### src/common/tcp_rx_pkg.sv
`default_nettype none

package tcp_rx_pkg;

    localparam int data_bytes = 8;

    // One stream word, lane 0 in bits 7:0
    typedef logic [8*data_bytes-1:0] beat_t;

    localparam logic [15:0] ethertype_ipv4    = 16'h0800;
    localparam logic [7:0]  ip_proto_tcp      = 8'd6;
    localparam logic [3:0]  ipv4_ihl          = 4'd5;
    localparam int          eth_hdr_bytes     = 14;
    localparam int          ip_hdr_bytes      = 20;
    localparam int          tcp_min_hdr_bytes = 20;

    // Bits of the TCP flags byte
    localparam int flag_fin = 0;
    localparam int flag_syn = 1;
    localparam int flag_rst = 2;
    localparam int flag_ack = 4;

    ////////////////////
    // Header beat layouts
    ////////////////////

    // Fields listed in wire order, valid once lane 0 sits in the top byte
    typedef struct packed {
        logic [31:0] src_mac_tail;
        logic [15:0] ethertype;
        logic [3:0]  version;
        logic [3:0]  ihl;
        logic [7:0]  tos;
    } hdr_b1_t;

    typedef struct packed {
        logic [15:0] total_len;
        logic [15:0] ident;
        logic [15:0] frag;
        logic [7:0]  ttl;
        logic [7:0]  protocol;
    } hdr_b2_t;

    typedef struct packed {
        logic [15:0] ip_csum;
        logic [31:0] src_ip;
        logic [15:0] dst_ip_head;
    } hdr_b3_t;

    typedef struct packed {
        logic [15:0] dst_ip_tail;
        logic [15:0] src_port;
        logic [15:0] dst_port;
        logic [15:0] seq_head;
    } hdr_b4_t;

    typedef struct packed {
        logic [15:0] seq_tail;
        logic [31:0] ack_num;
        logic [3:0]  data_off;
        logic [3:0]  rsvd;
        logic [7:0]  flags;
    } hdr_b5_t;

    typedef union packed {
        hdr_b1_t b1;
        hdr_b2_t b2;
        hdr_b3_t b3;
        hdr_b4_t b4;
        hdr_b5_t b5;
    } hdr_beat_t;

endpackage

`default_nettype wire

### src/tcp_rx/tcp_header_parser.sv
`default_nettype none

module tcp_header_parser #(
    parameter logic [47:0] board_mac  = 48'h02_00_c0_a8_0a_0a,
    parameter logic [15:0] local_port = 16'h0024
) (
    input  wire                                 aclk,
    input  wire                                 areset,
    input  wire tcp_rx_pkg::beat_t              in_tdata,
    input  wire [tcp_rx_pkg::data_bytes-1:0]    in_tkeep,
    input  wire                                 in_tlast,
    input  wire                                 beat_fire,
    input  wire                                 established,
    input  wire [31:0]                          expected_seq,
    output logic                                win_valid,
    output logic                                win_accept,
    output logic [15:0]                         win_start,
    output logic [15:0]                         win_len,
    output logic                                seg_valid,
    output logic                                seg_syn,
    output logic                                seg_fin,
    output logic                                seg_ack,
    output logic                                seg_rst,
    output logic [31:0]                         seg_seq,
    output logic [31:0]                         seg_ack_num,
    output logic [47:0]                         peer_mac,
    output logic [31:0]                         peer_ip,
    output logic [15:0]                         peer_port,
    output logic [15:0]                         peer_window,
    output logic [15:0]                         seg_payload_len
);
    import tcp_rx_pkg::*;

    logic [2:0]  beat_cnt;
    logic        hdr_fire;
    beat_t       net;
    hdr_beat_t   hdr;

    logic        mac_ok;
    logic        type_ok;
    logic        proto_ok;
    logic        port_ok;
    logic        frame_match;
    logic        reached_win;

    logic [15:0] total_len;
    logic [15:0] seq_head;
    logic [31:0] seq_num;
    logic [7:0]  flags;
    logic [15:0] tcp_hdr_len;
    logic [15:0] payload_len;
    logic        accept;

    // Lane 0 moves to the top byte so fields read in network order
    assign net = {<<8{in_tdata}};
    assign hdr = net;

    // Empty beats carry no header bytes
    assign hdr_fire = beat_fire && in_tkeep[0];

    assign frame_match = mac_ok && type_ok && proto_ok && port_ok;
    assign reached_win = beat_cnt[2] && beat_cnt[1];

    ////////////////////
    // Beat 5 decisions
    ////////////////////

    assign flags       = hdr.b5.flags;
    assign seq_num     = {seq_head, hdr.b5.seq_tail};
    assign tcp_hdr_len = {10'd0, hdr.b5.data_off, 2'b00};
    assign payload_len = total_len - 16'(ip_hdr_bytes) - tcp_hdr_len;

    assign accept = frame_match && established
                    && flags[flag_ack] && !flags[flag_fin]
                    && payload_len != 16'd0
                    && seq_num == expected_seq
                    && tcp_hdr_len >= 16'(tcp_min_hdr_bytes);

    ////////////////////
    // Beat count and pulses
    ////////////////////

    always_ff @(posedge aclk) begin
        if (areset) begin
            beat_cnt  <= '0;
            win_valid <= 1'b0;
            seg_valid <= 1'b0;
        end else begin
            // No window for a frame that stops at beat 5
            win_valid <= beat_fire && beat_cnt == 3'd5 && !in_tlast;
            seg_valid <= beat_fire && in_tlast && reached_win && frame_match;
            if (beat_fire) begin
                if (in_tlast) begin
                    beat_cnt <= '0;
                end else if (beat_cnt != 3'd7) begin
                    beat_cnt <= beat_cnt + 3'd1;
                end
            end
        end
    end

    ////////////////////
    // Field capture
    ////////////////////

    always_ff @(posedge aclk) begin
        if (hdr_fire) begin
            case (beat_cnt)
                3'd0: begin
                    mac_ok          <= net[63:16] == board_mac;
                    peer_mac[47:32] <= net[15:0];
                end
                3'd1: begin
                    peer_mac[31:0] <= hdr.b1.src_mac_tail;
                    type_ok        <= hdr.b1.ethertype == ethertype_ipv4
                                      && hdr.b1.ihl == ipv4_ihl;
                end
                3'd2: begin
                    total_len <= hdr.b2.total_len;
                    proto_ok  <= hdr.b2.protocol == ip_proto_tcp;
                end
                3'd3: begin
                    peer_ip <= hdr.b3.src_ip;
                end
                3'd4: begin
                    peer_port <= hdr.b4.src_port;
                    port_ok   <= hdr.b4.dst_port == local_port;
                    seq_head  <= hdr.b4.seq_head;
                end
                3'd5: begin
                    seg_seq         <= seq_num;
                    seg_ack_num     <= hdr.b5.ack_num;
                    seg_fin         <= flags[flag_fin];
                    seg_syn         <= flags[flag_syn];
                    seg_rst         <= flags[flag_rst];
                    seg_ack         <= flags[flag_ack];
                    seg_payload_len <= payload_len;
                    win_len         <= payload_len;
                    // Options are skipped, payload follows the whole TCP header
                    win_start       <= 16'(eth_hdr_bytes + ip_hdr_bytes) + tcp_hdr_len;
                    win_accept      <= accept;
                end
                3'd6: begin
                    peer_window <= net[63:48];
                end
                default: begin
                end
            endcase
        end
    end

endmodule

`default_nettype wire

### src/tcp_rx/tcp_payload_aligner.sv
`default_nettype none

module tcp_payload_aligner (
    input  wire                                 aclk,
    input  wire                                 areset,
    input  wire tcp_rx_pkg::beat_t              in_tdata,
    input  wire [tcp_rx_pkg::data_bytes-1:0]    in_tkeep,
    input  wire                                 in_tvalid,
    input  wire                                 in_tlast,
    output logic                                in_tready,
    input  wire                                 win_valid,
    input  wire                                 win_accept,
    input  wire [15:0]                          win_start,
    input  wire [15:0]                          win_len,
    output tcp_rx_pkg::beat_t                   out_tdata,
    output logic [tcp_rx_pkg::data_bytes-1:0]   out_tkeep,
    output logic                                out_tlast,
    output logic                                out_tvalid,
    input  wire                                 out_tready
);
    import tcp_rx_pkg::*;

    localparam int lane_w = $clog2(data_bytes);
    localparam int word_w = 8 * data_bytes;

    logic                  can_load;
    logic                  fire;
    logic [15:0]           pos;
    logic                  acc_q;
    logic [15:0]           start_q;
    logic [15:0]           len_q;
    logic                  acc;
    logic [15:0]           w_start;
    logic [15:0]           w_end;

    logic [data_bytes-1:0] sel;
    logic [lane_w-1:0]     lo;
    logic [lane_w:0]       n;
    beat_t                 picked;
    beat_t                 shifted;

    beat_t                 carry;
    beat_t                 carry_m;
    beat_t                 carry_eff;
    logic [lane_w-1:0]     carry_cnt;
    logic [lane_w-1:0]     c_eff;
    logic [2*word_w-1:0]   joined;
    logic [lane_w:0]       total;
    logic                  full;
    logic                  spill;
    logic                  seg_end;
    logic                  flush_q;
    logic                  load_flush;
    logic                  load_word;

    function automatic logic [data_bytes-1:0] keep_of(input logic [lane_w:0] cnt);
        logic [data_bytes-1:0] k;
        k = '0;
        for (int i = 0; i < data_bytes; i++) begin
            k[i] = i < int'(cnt);
        end
        return k;
    endfunction

    assign can_load  = !out_tvalid || out_tready;
    assign in_tready = can_load;
    assign fire      = in_tvalid && can_load;

    // Window bypass for the beat that arrives with win_valid
    assign acc     = win_valid ? win_accept : acc_q;
    assign w_start = win_valid ? win_start : start_q;
    assign w_end   = w_start + (win_valid ? win_len : len_q);

    ////////////////////
    // Lane selection
    ////////////////////

    always_comb begin
        sel    = '0;
        picked = '0;
        lo     = '0;
        n      = '0;
        // Downward so lo ends on the lowest selected lane
        for (int i = data_bytes - 1; i >= 0; i--) begin
            if (acc && in_tkeep[i] && pos + 16'(i) >= w_start && pos + 16'(i) < w_end) begin
                sel[i]           = 1'b1;
                picked[8*i +: 8] = in_tdata[8*i +: 8];
                lo               = lane_w'(i);
                n                = n + 1'b1;
            end
        end
    end

    always_comb begin
        carry_m = '0;
        for (int i = 0; i < data_bytes; i++) begin
            if (i < int'(carry_cnt)) begin
                carry_m[8*i +: 8] = carry[8*i +: 8];
            end
        end
    end

    assign shifted   = picked >> {lo, 3'b000};
    assign carry_eff = flush_q ? '0 : carry_m;
    assign c_eff     = flush_q ? '0 : carry_cnt;
    assign joined    = {{word_w{1'b0}}, carry_eff}
                       | ({{word_w{1'b0}}, shifted} << {c_eff, 3'b000});
    assign total     = {1'b0, c_eff} + n;
    assign full      = total[lane_w];
    assign spill     = full && total[lane_w-1:0] != '0;

    // Last payload byte in this beat, or a frame cut short
    assign seg_end = (|sel && pos + 16'(data_bytes) >= w_end) || (in_tlast && total != '0);

    assign load_flush = flush_q && can_load;
    assign load_word  = fire && (full || (seg_end && total != '0));

    ////////////////////
    // Control state
    ////////////////////

    always_ff @(posedge aclk) begin
        if (areset) begin
            out_tvalid <= 1'b0;
            flush_q    <= 1'b0;
            carry_cnt  <= '0;
            acc_q      <= 1'b0;
            pos        <= '0;
        end else begin
            if (out_tready) begin
                out_tvalid <= 1'b0;
            end
            if (load_flush || load_word) begin
                out_tvalid <= 1'b1;
            end
            if (win_valid) begin
                acc_q <= win_accept;
            end
            if (fire) begin
                pos       <= in_tlast ? '0 : pos + 16'(data_bytes);
                flush_q   <= seg_end && spill;
                carry_cnt <= (seg_end && !spill) ? '0 : total[lane_w-1:0];
                if (in_tlast) begin
                    acc_q <= 1'b0;
                end
            end else if (load_flush) begin
                flush_q   <= 1'b0;
                carry_cnt <= '0;
            end
        end
    end

    ////////////////////
    // Data path
    ////////////////////

    always_ff @(posedge aclk) begin
        if (win_valid) begin
            start_q <= win_start;
            len_q   <= win_len;
        end
        if (load_flush) begin
            out_tdata <= carry_m;
            out_tkeep <= keep_of({1'b0, carry_cnt});
            out_tlast <= 1'b1;
        end else if (load_word) begin
            out_tdata <= joined[word_w-1:0];
            out_tkeep <= full ? '1 : keep_of(total);
            out_tlast <= seg_end && !spill;
        end
        if (fire) begin
            carry <= full ? joined[2*word_w-1:word_w] : joined[word_w-1:0];
        end
    end

endmodule

`default_nettype wire

### src/verilog/tcp_rx_top.sv
`default_nettype none

module tcp_rx_top #(
    parameter logic [47:0] board_mac  = 48'h02_00_c0_a8_0a_0a,
    parameter logic [15:0] local_port = 16'h0024
) (
    input  wire                                 aclk,
    input  wire                                 areset,
    input  wire tcp_rx_pkg::beat_t              in_tdata,
    input  wire [tcp_rx_pkg::data_bytes-1:0]    in_tkeep,
    input  wire                                 in_tvalid,
    input  wire                                 in_tlast,
    output logic                                in_tready,
    input  wire                                 established,
    input  wire [31:0]                          expected_seq,
    output tcp_rx_pkg::beat_t                   out_tdata,
    output logic [tcp_rx_pkg::data_bytes-1:0]   out_tkeep,
    output logic                                out_tlast,
    output logic                                out_tvalid,
    input  wire                                 out_tready,
    output logic                                seg_valid,
    output logic                                seg_syn,
    output logic                                seg_fin,
    output logic                                seg_ack,
    output logic                                seg_rst,
    output logic [31:0]                         seg_seq,
    output logic [31:0]                         seg_ack_num,
    output logic [47:0]                         peer_mac,
    output logic [31:0]                         peer_ip,
    output logic [15:0]                         peer_port,
    output logic [15:0]                         peer_window,
    output logic [15:0]                         seg_payload_len
);

    logic        beat_fire;
    logic        win_valid;
    logic        win_accept;
    logic [15:0] win_start;
    logic [15:0] win_len;

    // Input handshake seen by the parser
    assign beat_fire = in_tvalid && in_tready;

    tcp_header_parser #(
        .board_mac (board_mac),
        .local_port(local_port)
    ) parser_i (
        .aclk           (aclk),
        .areset         (areset),
        .in_tdata       (in_tdata),
        .in_tkeep       (in_tkeep),
        .in_tlast       (in_tlast),
        .beat_fire      (beat_fire),
        .established    (established),
        .expected_seq   (expected_seq),
        .win_valid      (win_valid),
        .win_accept     (win_accept),
        .win_start      (win_start),
        .win_len        (win_len),
        .seg_valid      (seg_valid),
        .seg_syn        (seg_syn),
        .seg_fin        (seg_fin),
        .seg_ack        (seg_ack),
        .seg_rst        (seg_rst),
        .seg_seq        (seg_seq),
        .seg_ack_num    (seg_ack_num),
        .peer_mac       (peer_mac),
        .peer_ip        (peer_ip),
        .peer_port      (peer_port),
        .peer_window    (peer_window),
        .seg_payload_len(seg_payload_len)
    );

    tcp_payload_aligner aligner_i (
        .aclk      (aclk),
        .areset    (areset),
        .in_tdata  (in_tdata),
        .in_tkeep  (in_tkeep),
        .in_tvalid (in_tvalid),
        .in_tlast  (in_tlast),
        .in_tready (in_tready),
        .win_valid (win_valid),
        .win_accept(win_accept),
        .win_start (win_start),
        .win_len   (win_len),
        .out_tdata (out_tdata),
        .out_tkeep (out_tkeep),
        .out_tlast (out_tlast),
        .out_tvalid(out_tvalid),
        .out_tready(out_tready)
    );

endmodule

`default_nettype wire

### config.mk
export PLATFORM = sky130hd
export DESIGN_NAME = tcp_rx_top
export DESIGN_NICKNAME = d
export VERILOG_FILES = /design/src/common/tcp_rx_pkg.sv /design/src/tcp_rx/tcp_header_parser.sv /design/src/tcp_rx/tcp_payload_aligner.sv /design/src/verilog/tcp_rx_top.sv
export SDC_FILE = /design/constraint.sdc
export NUM_CORES = 1
export LEC_CHECK = 0
export ABC_AREA = 1
export BUFFER_PORTS_ARGS = -buffer_cell sky130_fd_sc_hd__buf_4
export CELL_PAD_IN_SITES_DETAIL_PLACEMENT = 1
export CELL_PAD_IN_SITES_GLOBAL_PLACEMENT = 1
export CORE_MARGIN = 2
export CORE_UTILIZATION = 43
export CTS_CLUSTER_DIAMETER = 50
export DETAILED_ROUTE_END_ITERATION = 10
export PLACE_DENSITY_LB_ADDON = 0.1
export SLEW_MARGIN = 40
export SYNTH_ARGS = -nofsm -noshare
export SYNTH_HDL_FRONTEND = slang
export SYNTH_HIERARCHICAL = 1
export SYNTH_SLANG_ARGS = --single-unit
export TNS_END_PERCENT = 5
### constraint.sdc
create_clock -name aclk -period 14.9 [get_ports aclk]
set_input_delay 0.745 -clock aclk [delete_from_list [all_inputs] [get_ports aclk]]
set_output_delay 0.745 -clock aclk [all_outputs]
set_load 0.005 [all_outputs]
==> results.md, run 1 <==
- Part of the cycle the worst path needs: 0.827
- Kind of critical path: flop to flop
- Area contributors post-synth: edfxtp_1 41%, nand2_1 13%, nand3_1 8.0%
- Reg2Reg Depth: 61
- Detailed Place HPWL: 76800 um
- Tmin final: 12320 ps
- CP startpoint kind: flop
- Postcts setup bufs: 0
- Routed WL: 102000 um
- Nets: 3694
- Ys flop type: edfxtp_1
- Vias in the first global route: 25200
- Least-Margin Pin Slew: 916 ps
- Hold-fix buffers, CTS: 0
- Die Width: 250 um
- Max VDD drop: 0.0950 mV
- Port bufs: 381
- Ys async rst share: 0
- R2r endpoint: aligner_i/out_tdata[54]$_DFFE_PP_
- Final ANT Viol Nets: 0
- CP required: 15160 ps
- Final setup viols: 0
- Uppermost layer routed: met5
- Hold Crit Start: in_tdata[59]
- Via Count: 24200
- Flop-to-flop setup slack: 2580 ps
- Metal2 WL: 53300 um
- Hold Path Sink: parser_i/seq_head[3]$_DFFE_PP_
- CTS resizes: 0
- Fin. Hold Viols: 0
- RSZ-0062 raised after global routing: false
- EDFF count, synth: 357
- CP max stage delay: 640 ps
- M1 WL: 39900 um
- Hold-critical path depth: 1
- Slowest CP cell: o21ai_0
- Reg2reg start: parser_i/win_valid$_SDFF_PP0_
- Vias per inst: 5.64
- 1st-pass router iterations: 7
- Share of cells above drive strength 1: 0.187
- Die area: 62400 um2
- Synthesized cell area: 26000 um2
- #FFs+latches synth: 423
- Ant diodes: 0
- Critical path fanouts, max: 51
- Worst path most repeated cell: nand2_1
- Worst skew pair latency: 640 ps
- Cell count after synthesis: 3159
- GP Congestion: 0.916
- Routed length per instance: 23.9 um
- Leak: 13.9 nW
- TNS Setup: 0 ps
- Io pins: 382
- # rows: 90
- Largest net degree at the start of global routing: 76
- PD cells: 94.6 nW/um2
- Met3 Routed Length: 4870 um
- Inserted Clock Buffers: 58
- Total track usage: 0.324
- DRT iter0 DRCs: 1836
- Unique cell type count in the Yosys netlist: 66
- Status: completed
- Residual DRC: 0
- Yosys warnings: 6
- Max-Cap Viols: 0
- Post-Syn Area per Cell: 8.23 um2
- Slew Limit Fails: 0
- GR Overflow Total: 0
- Slew HR: 0.383
- Total clock sinks: 423
- Synth top area share: 0.412
- Die height: 250 um
- Antenna violations before repair: 1
- Maximum number of buffers from clock root to sink: 3
- Min-delay worst type: input pin to flop
- Clock skew: 24.8 ps
- Layout area overhead: 20.6%
- Post-synthesis sequential area ratio: 0.463
- Total core area: 60000 um2
- # H-tree levels: 2
- Initial Util: 0.433
- Worst-path clk slew: 60 ps
- Most frequent cells after synthesis: 924 x nand2_1, 417 x nand3_1, 357 x edfxtp_1, 273 x inv_1, 174 x nor2_1
- Design Power: 2.97 mW
- First-pass GRT wire length: 154000 um
- Critical path endpoint category: flop
- Crit path DAT: 12570 ps
- CTS tree: done
- Root buffer cell: clkbuf_16
- Synth area leader: edfxtp_1
- F_max: 81.2 MHz
- Most frequent cell after synthesis: nand2_1
==> per-layer routing <==
layer	global-route usage	vias up
met1	0.376	12000
met3	0.0452	204
met5	0	-
met4	0.125	2
met2	0.600	722
li1	-	11200
==> where the power goes <==
group / internal, mW / switching, mW
Sequential: 1.30 / 0.0110
Clock: 0.855 / 0.593
Combinational: 0.0764 / 0.131
Total: 2.23 / 0.735
==> sequential cells by signal, summed over array words and instances, names as in the netlist, 3 cells and up <==
register	flops
aligner_i/carry	56
aligner_i/carry_cnt	3
aligner_i/len_q	16
aligner_i/out_tdata	64
aligner_i/out_tkeep	8
aligner_i/pos	13
aligner_i/start_q	16
parser_i/beat_cnt	3
parser_i/peer_ip	32
parser_i/peer_mac	48
parser_i/peer_port	16
parser_i/peer_window	16
parser_i/seg_ack_num	32
parser_i/seg_payload_len	16
parser_i/seg_seq	32
parser_i/seq_head	16
parser_i/total_len	16
parser_i/win_start	5
==> cells by family after synthesis <==
logic type,synth area share
and+or+nand+nor,0.300
AOI/OAI and AO/OA,0.0706
xor gates and xnor gates,0.0206
adders and majority gates,0.0608
other,0.000289
buffers and inverters,0.0784
DFF,0.463
muxes,0.00650
==> final cells by class <==
| type | instances | area (um2) |
|---|---|---|
| Clock inverter | 45 | 509 |
| Timing Repair Buffer | 411 | 3150 |
| Fill cell | 7176 | 28700 |
| Tap cell | 782 | 978 |
| Inverter | 295 | 1120 |
| Multi-Input combinational cell | 2270 | 12000 |
| Sequential cell | 423 | 12000 |
| Clock buffer | 64 | 1510 |
==> critical path: cells and delay by family (launching register included) <==
kind | cells | cell delay (ps)
XOR/XNOR | 3 | 640
AO/OA/AOI/OAI | 9 | 2030
flip-flops | 1 | 290
adder cells (fa/ha/maj) | 8 | 2320
AND/OR/NAND/NOR | 29 | 4950
buffers and inverters | 12 | 1600
==> layout by cell type, fill, tap and decap left out, drive strengths merged, types with 3 or more instances in the layout <==
cell type  netlist  layout
o22ai           10      10
clkinvlp         0       3
o31ai            5       5
xor2            30      30
o21a             8       8
a21o             3       3
nand2          949     949
nand3b          22      22
conb             2      11
nor2           188     188
a31oi           15      15
ha             123     123
mux2            15      15
a21oi          101     101
nor4            14      14
edfxtp         357     357
dfxtp           66      66
xnor2           31      31
a211oi           6       6
a22oi            5       5
nand3          436     436
o21bai           5       5
buf             86     411
clkbuf          94      64
o21ai          140     140
bufinv           0       6
inv            293     310
o211ai          11      11
and2             9       9
nor3            31      31
or2             19      19
clkinv           2      21
nand4           68      68
==> worst max path at each step <==
stage,start,to,slack [ps]
finish,parser_i/win_valid$_SDFF_PP0_,aligner_i/out_tdata[54]$_DFFE_PP_,2580
global route,parser_i/win_valid$_SDFF_PP0_,aligner_i/out_tdata[52]$_DFFE_PP_,1540
detailed placement,parser_i/win_valid$_SDFF_PP0_,aligner_i/out_tdata[48]$_DFFE_PP_,2660
CTS,parser_i/win_valid$_SDFF_PP0_,aligner_i/out_tdata[54]$_DFFE_PP_,2550
global placement,parser_i/win_valid$_SDFF_PP0_,aligner_i/out_tdata[49]$_DFFE_PP_,3000
floorplan,parser_i/win_valid$_SDFF_PP0_,aligner_i/out_tdata[0]$_DFFE_PP_,3980
==> metrics by stage <==
stage / cell area, um2 / worst slack (ps) / util / hold WS (ps) / cells
after global placement: 29200 / 3000 / 0.487 / 438 / 4177
final: 31400 / 2580 / 0.522 / 330 / 4290
after CTS: 31300 / 2550 / 0.522 / 304 / 4290
after detailed placement: 29300 / 2660 / 0.489 / 450 / 4181
after global routing: 31400 / 1540 / 0.522 / 304 / 4290
after floorplan: 26000 / 3980 / - / 418 / 3168
Note: power is estimated with default switching activity, not from simulation.
==> inputs of run 2 (changes only) <==
==> constraint.sdc (replaced) <==
create_clock -name aclk -period 12.1 [get_ports aclk]
set_input_delay 0.605 -clock aclk [delete_from_list [all_inputs] [get_ports aclk]]
set_output_delay 0.605 -clock aclk [all_outputs]
set_load 0.005 [all_outputs]
==> run 2 against run 1 <==
Die area is the same. Power grew 22%. Cell area grew 0.16%. Combinational power rose by 23%. Sequential power up 23%. Core utilization rose by 0.081 points. Register-to-register slack worse by 1500 ps. Via count up 0.60%. Largest power group unchanged. Highest routed layer is now met4.
==> results.md, run 2 (synthesis results as in run 1) <==
- Status: completed (unchanged)
- Largest Register: aligner_i/out_tdata (unchanged)
- Max VDD drop: 0.109 mV (was 0.0950 mV)
- Vias per inst: 5.66 (was 5.64)
- Max reg flops: 64 (unchanged)
- First-pass GRT wire length: 154000 um (about the same)
- R2r endpoint: aligner_i/out_tdata[52]$_DFFE_PP_ (was aligner_i/out_tdata[54]$_DFFE_PP_)
- Vias in the first global route: 25300 (was 25200)
- RSZ-0062 raised after global routing: false (unchanged)
- Slowest CP cell: dfxtp_4 (was o21ai_0)
- 1st-pass router iterations: 5 (was 7)
- Crit path DAT: 11340 ps (was 12570 ps)
- Flop pwr share: 0.447 (was 0.442)
- Regs by FF count: aligner_i/out_tdata x64, aligner_i/carry x56, parser_i/peer_mac x48 (unchanged)
- Io pins: 382 (unchanged)
- Clock skew: 22.8 ps (was 24.8 ps)
- Reg2Reg Depth: 62 (was 61)
- Max-Cap Viols: 0 (unchanged)
- DRT iter0 DRCs: 1549 (was 1836)
- Switch Pwr: 0.922 mW (was 0.735 mW)
- Comb pwr share: 0.071 (was 0.070)
- GP Congestion: 0.916 (about the same)
- Total clock sinks: 423 (unchanged)
- CP max stage delay: 560 ps (was 640 ps)
- Min Hold Slack: 176 ps (was 330 ps)
- Initial Util: 0.433 (unchanged)
- Switching part of the total: 0.255 (was 0.248)
- Die height: 250 um (unchanged)
- Slew Limit Fails: 0 (unchanged)
- Total track usage: 0.321 (was 0.324)
- Tmin final: 11040 ps (was 12320 ps)
- Via Count: 24400 (was 24200)
- Total core area: 60000 um2 (unchanged)
- Leak: 14.0 nW (was 13.9 nW)
- Most common cell after layout, fill and taps aside: nand2_1 (unchanged)
- Internal: 2.69 mW (was 2.23 mW)
- Most frequent cells in the layout: 922 x nand2_1, 417 x nand3_1, 417 x buf_4 (was 922 x nand2_1, 417 x nand3_1, 405 x buf_4)
- TNS Setup: 0 ps (unchanged)
- Hold-critical path depth: 1 (unchanged)
- Hold Crit Start: in_tdata[47] (was in_tdata[59])
- Die Width: 250 um (unchanged)
- PD cells: 115 nW/um2 (was 94.6 nW/um2)
- Port bufs: 381 (unchanged)
- F_max: 90.6 MHz (was 81.2 MHz)
- Root buffer cell: clkbuf_16 (unchanged)
- Residual DRC: 0 (unchanged)
- Clock power share: 0.483 (was 0.488)
- Hold Path Sink: parser_i/seg_ack_num[7]$_DFFE_PP_ (was parser_i/seq_head[3]$_DFFE_PP_)
- Inserted Clock Buffers: 59 (was 58)
- Worst path most repeated cell: nand2_1 (unchanged)
- GR Overflow Total: 0 (unchanged)
- Min-delay worst type: input pin to flop (unchanged)
- Worst skew pair latency: 640 ps (about the same)
- CTS tree: done (unchanged)
- Kind of critical path: flop to flop (unchanged)
- Flop-to-flop setup slack: 1060 ps (was 2580 ps)
- Nets: 3707 (was 3694)
- Routed WL: 102000 um (about the same)
- # H-tree levels: 2 (unchanged)
- Critical path fanouts, max: 50 (was 51)
- Largest net degree at the start of global routing: 77 (was 76)
- Die area: 62400 um2 (unchanged)
- Routed length per instance: 23.6 um (was 23.9 um)
- CP required: 12400 ps (was 15160 ps)
- Maximum number of buffers from clock root to sink: 3 (unchanged)
- Share of cells above drive strength 1: 0.188 (was 0.187)
- Fin. Hold Viols: 0 (unchanged)
- Final setup viols: 0 (unchanged)
- Part of the cycle the worst path needs: 0.912 (was 0.827)
- Layout area overhead: 20.8% (was 20.6%)
- Least-Margin Pin Slew: 822 ps (was 916 ps)
- Worst-path clk slew: 60 ps (about the same)
- Antenna violations before repair: 0 (was 1)
- Final ANT Viol Nets: 0 (unchanged)
- Slew HR: 0.452 (was 0.383)
- Filler Cell Count: 7207 (was 7176)
- Reg2reg start: parser_i/win_valid$_SDFF_PP0_ (unchanged)
- # rows: 90 (unchanged)
- Critical path endpoint category: flop (unchanged)
- CP startpoint kind: flop (unchanged)
- Ant diodes: 0 (unchanged)
- Detailed Place HPWL: 75900 um (was 76800 um)
run 2: cell count changes in the layout (fill, tap and decap cells not counted), moves of 2 or more:
cell,change
buf_4,+12
clkinv_2,-4
clkinv_8,+4
bufinv_16,-3
clkinv_1,+2
clkbuf_1,+6
inv_8,+3
clkbuf_8,-3
o21ai_1,-3
o21ai_0,+3
inv_6,-4
run 2: area by class of cell:
cell class / count / area [um2] / area share
clock buffers: 68 / 1520 / 0.0484
clock inverters: 43 / 458 / 0.0146
inverters: 295 / 1120 / 0.0356
multi-input cells: 2270 / 12000 / 0.383
flip-flops and latches: 423 / 12000 / 0.384
well taps: 782 / 978 / 0.0312
repair buffers: 423 / 3240 / 0.103
run 2: how the worst max path moves through the flow:
| stage | from | end | slack [ps] | cells past startpoint |
|---|---|---|---|---|
| 3_5_place_dp | parser_i/win_valid$_SDFF_PP0_ | aligner_i/out_tdata[50]$_DFFE_PP_ | 840 | 62 |
| 6_report | parser_i/win_valid$_SDFF_PP0_ | aligner_i/out_tdata[52]$_DFFE_PP_ | 1060 | 62 |
| 3_3_place_gp | parser_i/win_valid$_SDFF_PP0_ | aligner_i/out_tdata[48]$_DFFE_PP_ | 1010 | 62 |
| 2_1_floorplan | parser_i/win_valid$_SDFF_PP0_ | aligner_i/out_tdata[0]$_DFFE_PP_ | 1180 | 60 |
| 5_1_grt | parser_i/win_valid$_SDFF_PP0_ | aligner_i/out_tdata[54]$_DFFE_PP_ | 50 | 62 |
| 4_1_cts | parser_i/win_valid$_SDFF_PP0_ | aligner_i/out_tdata[50]$_DFFE_PP_ | 800 | 62 |
run 2: timing repair:
item,in CTS,in global routing
setup endpoints to repair,0,54
setup buffers,0,0
hold buffers,0,0
gates resized for setup,0,2
run 2: layer usage:
layer	GRT usage	wire length, um	vias to the layer above
li1	-	-	11300
met1	0.377	39600	12100
met2	0.587	52700	791
met3	0.0396	5000	225
met4	0.136	4470	0
met5	0	0	-
run 2: power groups by stage:
stage | clock network (mW) | logic, mW | registers, mW
after floorplan | 0 | 0.123 | 1.64
after global placement | 0 | 0.243 | 1.64
after detailed placement | 0 | 0.252 | 1.64
after CTS | 1.77 | 0.255 | 1.61
after global routing | 1.82 | 0.278 | 1.61
final | 1.74 | 0.255 | 1.61
run 2: worst max-delay path: cells and delay by family, from the launching register on:
| kind | cells | cell delay (ps) |
|---|---|---|
| buffers and inverters | 11 | 1210 |
| AO/OA/AOI/OAI | 10 | 1600 |
| flip-flops | 1 | 560 |
| XOR/XNOR | 3 | 490 |
| AND/OR/NAND/NOR | 30 | 4370 |
| adder cells (fa/ha/maj) | 8 | 2370 |
run 2: stage by stage:
step | power (mW) | cell area, um2 | util | cells | setup slack [ps]
after global routing | 3.71 | 31400 | 0.523 | 4304 | 50.8
after global placement | 1.89 | 29300 | 0.488 | 4190 | 1010
after floorplan | 1.76 | 26000 | - | 3168 | 1180
final | 3.61 | 31400 | 0.523 | 4304 | 1060
after CTS | 3.63 | 31400 | 0.523 | 4304 | 804
after detailed placement | 1.90 | 29400 | 0.490 | 4193 | 845
==> inputs of run 3 (changes only) <==
--- a/config.mk
+++ b/config.mk
@@ -7,8 +7,10 @@
 export LEC_CHECK = 0
 export ABC_AREA = 1
 export BUFFER_PORTS_ARGS = -buffer_cell sky130_fd_sc_hd__buf_4
+export CAP_MARGIN = 20
 export CELL_PAD_IN_SITES_DETAIL_PLACEMENT = 1
 export CELL_PAD_IN_SITES_GLOBAL_PLACEMENT = 1
+export CORE_ASPECT_RATIO = 1.4
 export CORE_MARGIN = 2
 export CORE_UTILIZATION = 43
 export CTS_CLUSTER_DIAMETER = 50
==> run 3 against run 2 <==
Clock skew is 51 ps higher. Critical path depth is 1 lower. Wire length is 2.2% higher. Worst setup slack better by 4.4 ps. Clock power is 16% lower. Largest cell class unchanged.
==> results.md, run 3 (synthesis results as in run 1) <==
- Status: completed (unchanged)
- Total core area: 59800 um2 (was 60000 um2)
- Least-Margin Pin Slew: 836 ps (was 822 ps)
- Tmin final: 11030 ps (was 11040 ps)
- Comb pwr share: 0.078 (was 0.071)
- # rows: 106 (was 90)
- Maximum number of buffers from clock root to sink: 3 (unchanged)
- Placement-stage cell area: 29400 um2 (about the same)
- # H-tree levels: 2 (unchanged)
- Die height: 295 um (was 250 um)
- Total clock sinks: 423 (unchanged)
- Met3 GRT Util: 0.0342 (was 0.0396)
- Pre-CTS setup slack: 862 ps (was 845 ps)
- Worst skew pair latency: 630 ps (was 640 ps)
- Switching part of the total: 0.247 (was 0.255)
- Share of cells above drive strength 1: 0.182 (was 0.188)
- CTS resizes: 0 (unchanged)
- RSZ-0062 raised after global routing: false (unchanged)
- Most frequent cells in the layout: 922 x nand2_1, 417 x nand3_1, 408 x buf_4 (was 922 x nand2_1, 417 x nand3_1, 417 x buf_4)
- Postcts setup bufs: 0 (unchanged)
- Largest net degree at the start of global routing: 82 (was 77)
- Port bufs: 381 (unchanged)
- Routed length per instance: 24.2 um (was 23.6 um)
- Setup ws final: 1070 ps (was 1060 ps)
- Final Cell Area: 31000 um2 (was 31400 um2)
- DRT iter0 DRCs: 1796 (was 1549)
- First-pass GRT wire length: 155000 um (was 154000 um)
- CP max stage delay: 530 ps (was 560 ps)
- Leak: 13.7 nW (was 14.0 nW)
- Final setup viols: 0 (unchanged)
- Flop pwr share: 0.483 (was 0.447)
- Min-delay worst type: input pin to flop (unchanged)
- Antenna violations before repair: 2 (was 0)
- Largest Register: aligner_i/out_tdata (unchanged)
- Clock skew: 74.1 ps (was 22.8 ps)
- Crit path DAT: 11330 ps (was 11340 ps)
- 1st-pass router iterations: 6 (was 5)
- Vias in the first global route: 25100 (was 25300)
- Via Count: 24100 (was 24400)
- Max reg flops: 64 (unchanged)
- Nets: 3687 (was 3707)
- Die Width: 212 um (was 250 um)
- Met1 Use GR: 0.371 (was 0.377)
- Max-Cap Viols: 0 (unchanged)
- GP Congestion: 0.958 (was 0.916)
- Min Hold Slack: 196 ps (was 176 ps)
- Residual DRC: 0 (unchanged)
- Fin. Hold Viols: 0 (unchanged)
- Root buffer cell: clkbuf_16 (unchanged)
- Routed WL: 104000 um (was 102000 um)
- Layout area overhead: 19.1% (was 20.8%)
- Placed Cells: 4213 (was 4193)
- CP required: 12400 ps (about the same)
- Critical path fanouts, max: 46 (was 50)
- Most common cell after layout, fill and taps aside: nand2_1 (unchanged)
- Inserted Clock Buffers: 47 (was 59)
- GR Overflow Total: 0 (unchanged)
- Initial Util: 0.435 (was 0.433)
- M2 GR Usage: 0.599 (was 0.587)
- Detailed Place HPWL: 81000 um (was 75900 um)
- Slowest CP cell: o21ai_0 (was dfxtp_4)
- CTS tree: done (unchanged)
- Clock power share: 0.439 (was 0.483)
- TNS Setup: 0 ps (unchanged)
- Switch Pwr: 0.826 mW (was 0.922 mW)
- Worst-path clk slew: 70 ps (was 60 ps)
- Kind of critical path: flop to flop (unchanged)
- Max VDD drop: 0.110 mV (was 0.109 mV)
- Total track usage: 0.330 (was 0.321)
- Vias per inst: 5.61 (was 5.66)
- Internal: 2.51 mW (was 2.69 mW)
- Io pins: 382 (unchanged)
- F_max: 90.6 MHz (about the same)
- Worst path most repeated cell: nand2_1 (unchanged)
- PD cells: 108 nW/um2 (was 115 nW/um2)
- CP startpoint kind: flop (unchanged)
- Slew HR: 0.442 (was 0.452)
- Top Usage Layer GRT: met2 (unchanged)
- Die area: 62500 um2 (was 62400 um2)
- Regs by FF count: aligner_i/out_tdata x64, aligner_i/carry x56, parser_i/peer_mac x48 (unchanged)
- Design Power: 3.34 mW (was 3.61 mW)
- Final ANT Viol Nets: 0 (unchanged)
- Part of the cycle the worst path needs: 0.912 (about the same)
- Critical path endpoint category: flop (unchanged)
- Post-Layout Cell Count: 4298 (was 4304)
- Slew Limit Fails: 0 (unchanged)
- Final design utilization: 0.518 (was 0.523)
- Hold-fix buffers, CTS: 0 (unchanged)
## run 3: worst paths after layout
check	startpoint	end	slack, ps	cells past startpoint
worst max-delay path	parser_i/win_valid$_SDFF_PP0_	aligner_i/out_tdata[48]$_DFFE_PP_	1070	61
worst min-delay path	in_tdata[38]	parser_i/seg_ack_num[14]$_DFFE_PP_	200	1
worst max register to register	parser_i/win_valid$_SDFF_PP0_	aligner_i/out_tdata[48]$_DFFE_PP_	1070	61
worst min register to register	parser_i/seq_head[11]$_DFFE_PP_	parser_i/seg_seq[27]$_DFFE_PP_	470	0
## run 3: metal layers
metal	up-vias	routed length, um
li1	11200	-
met1	11800	39400
met2	804	53500
met3	244	4400
met4	0	6780
met5	-	0
## run 3: cell type report
| type | count | area, um2 |
|---|---|---|
| Clock buffer | 52 | 1200 |
| Timing Repair Buffer | 415 | 3170 |
| Clock inverter | 31 | 373 |
| Inverter | 295 | 1110 |
| Multi-Input combinational cell | 2270 | 12000 |
| Sequential cell | 423 | 12000 |
| Tap cell | 810 | 1010 |
| Fill cell | 7163 | 28800 |
| Antenna cell | 2 | 5.00 |
## run 3: power by group through the flow
stage / combinational (mW) / sequential (mW) / clock (mW)
2_1_floorplan: 0.123 / 1.64 / 0
3_3_place_gp: 0.250 / 1.64 / 0
3_5_place_dp: 0.259 / 1.64 / 0
4_1_cts: 0.261 / 1.61 / 1.49
5_1_grt: 0.285 / 1.61 / 1.53
6_report: 0.260 / 1.61 / 1.47
## run 3: worst max-delay path, delay by kind of cell (launching register included)
family | cells | cell delay (ps)
adder cells (fa/ha/maj) | 8 | 2390
AO/OA/AOI/OAI | 9 | 1830
buffers and inverters | 12 | 1270
XOR/XNOR | 3 | 540
flip-flops | 1 | 440
AND/OR/NAND/NOR | 29 | 4200
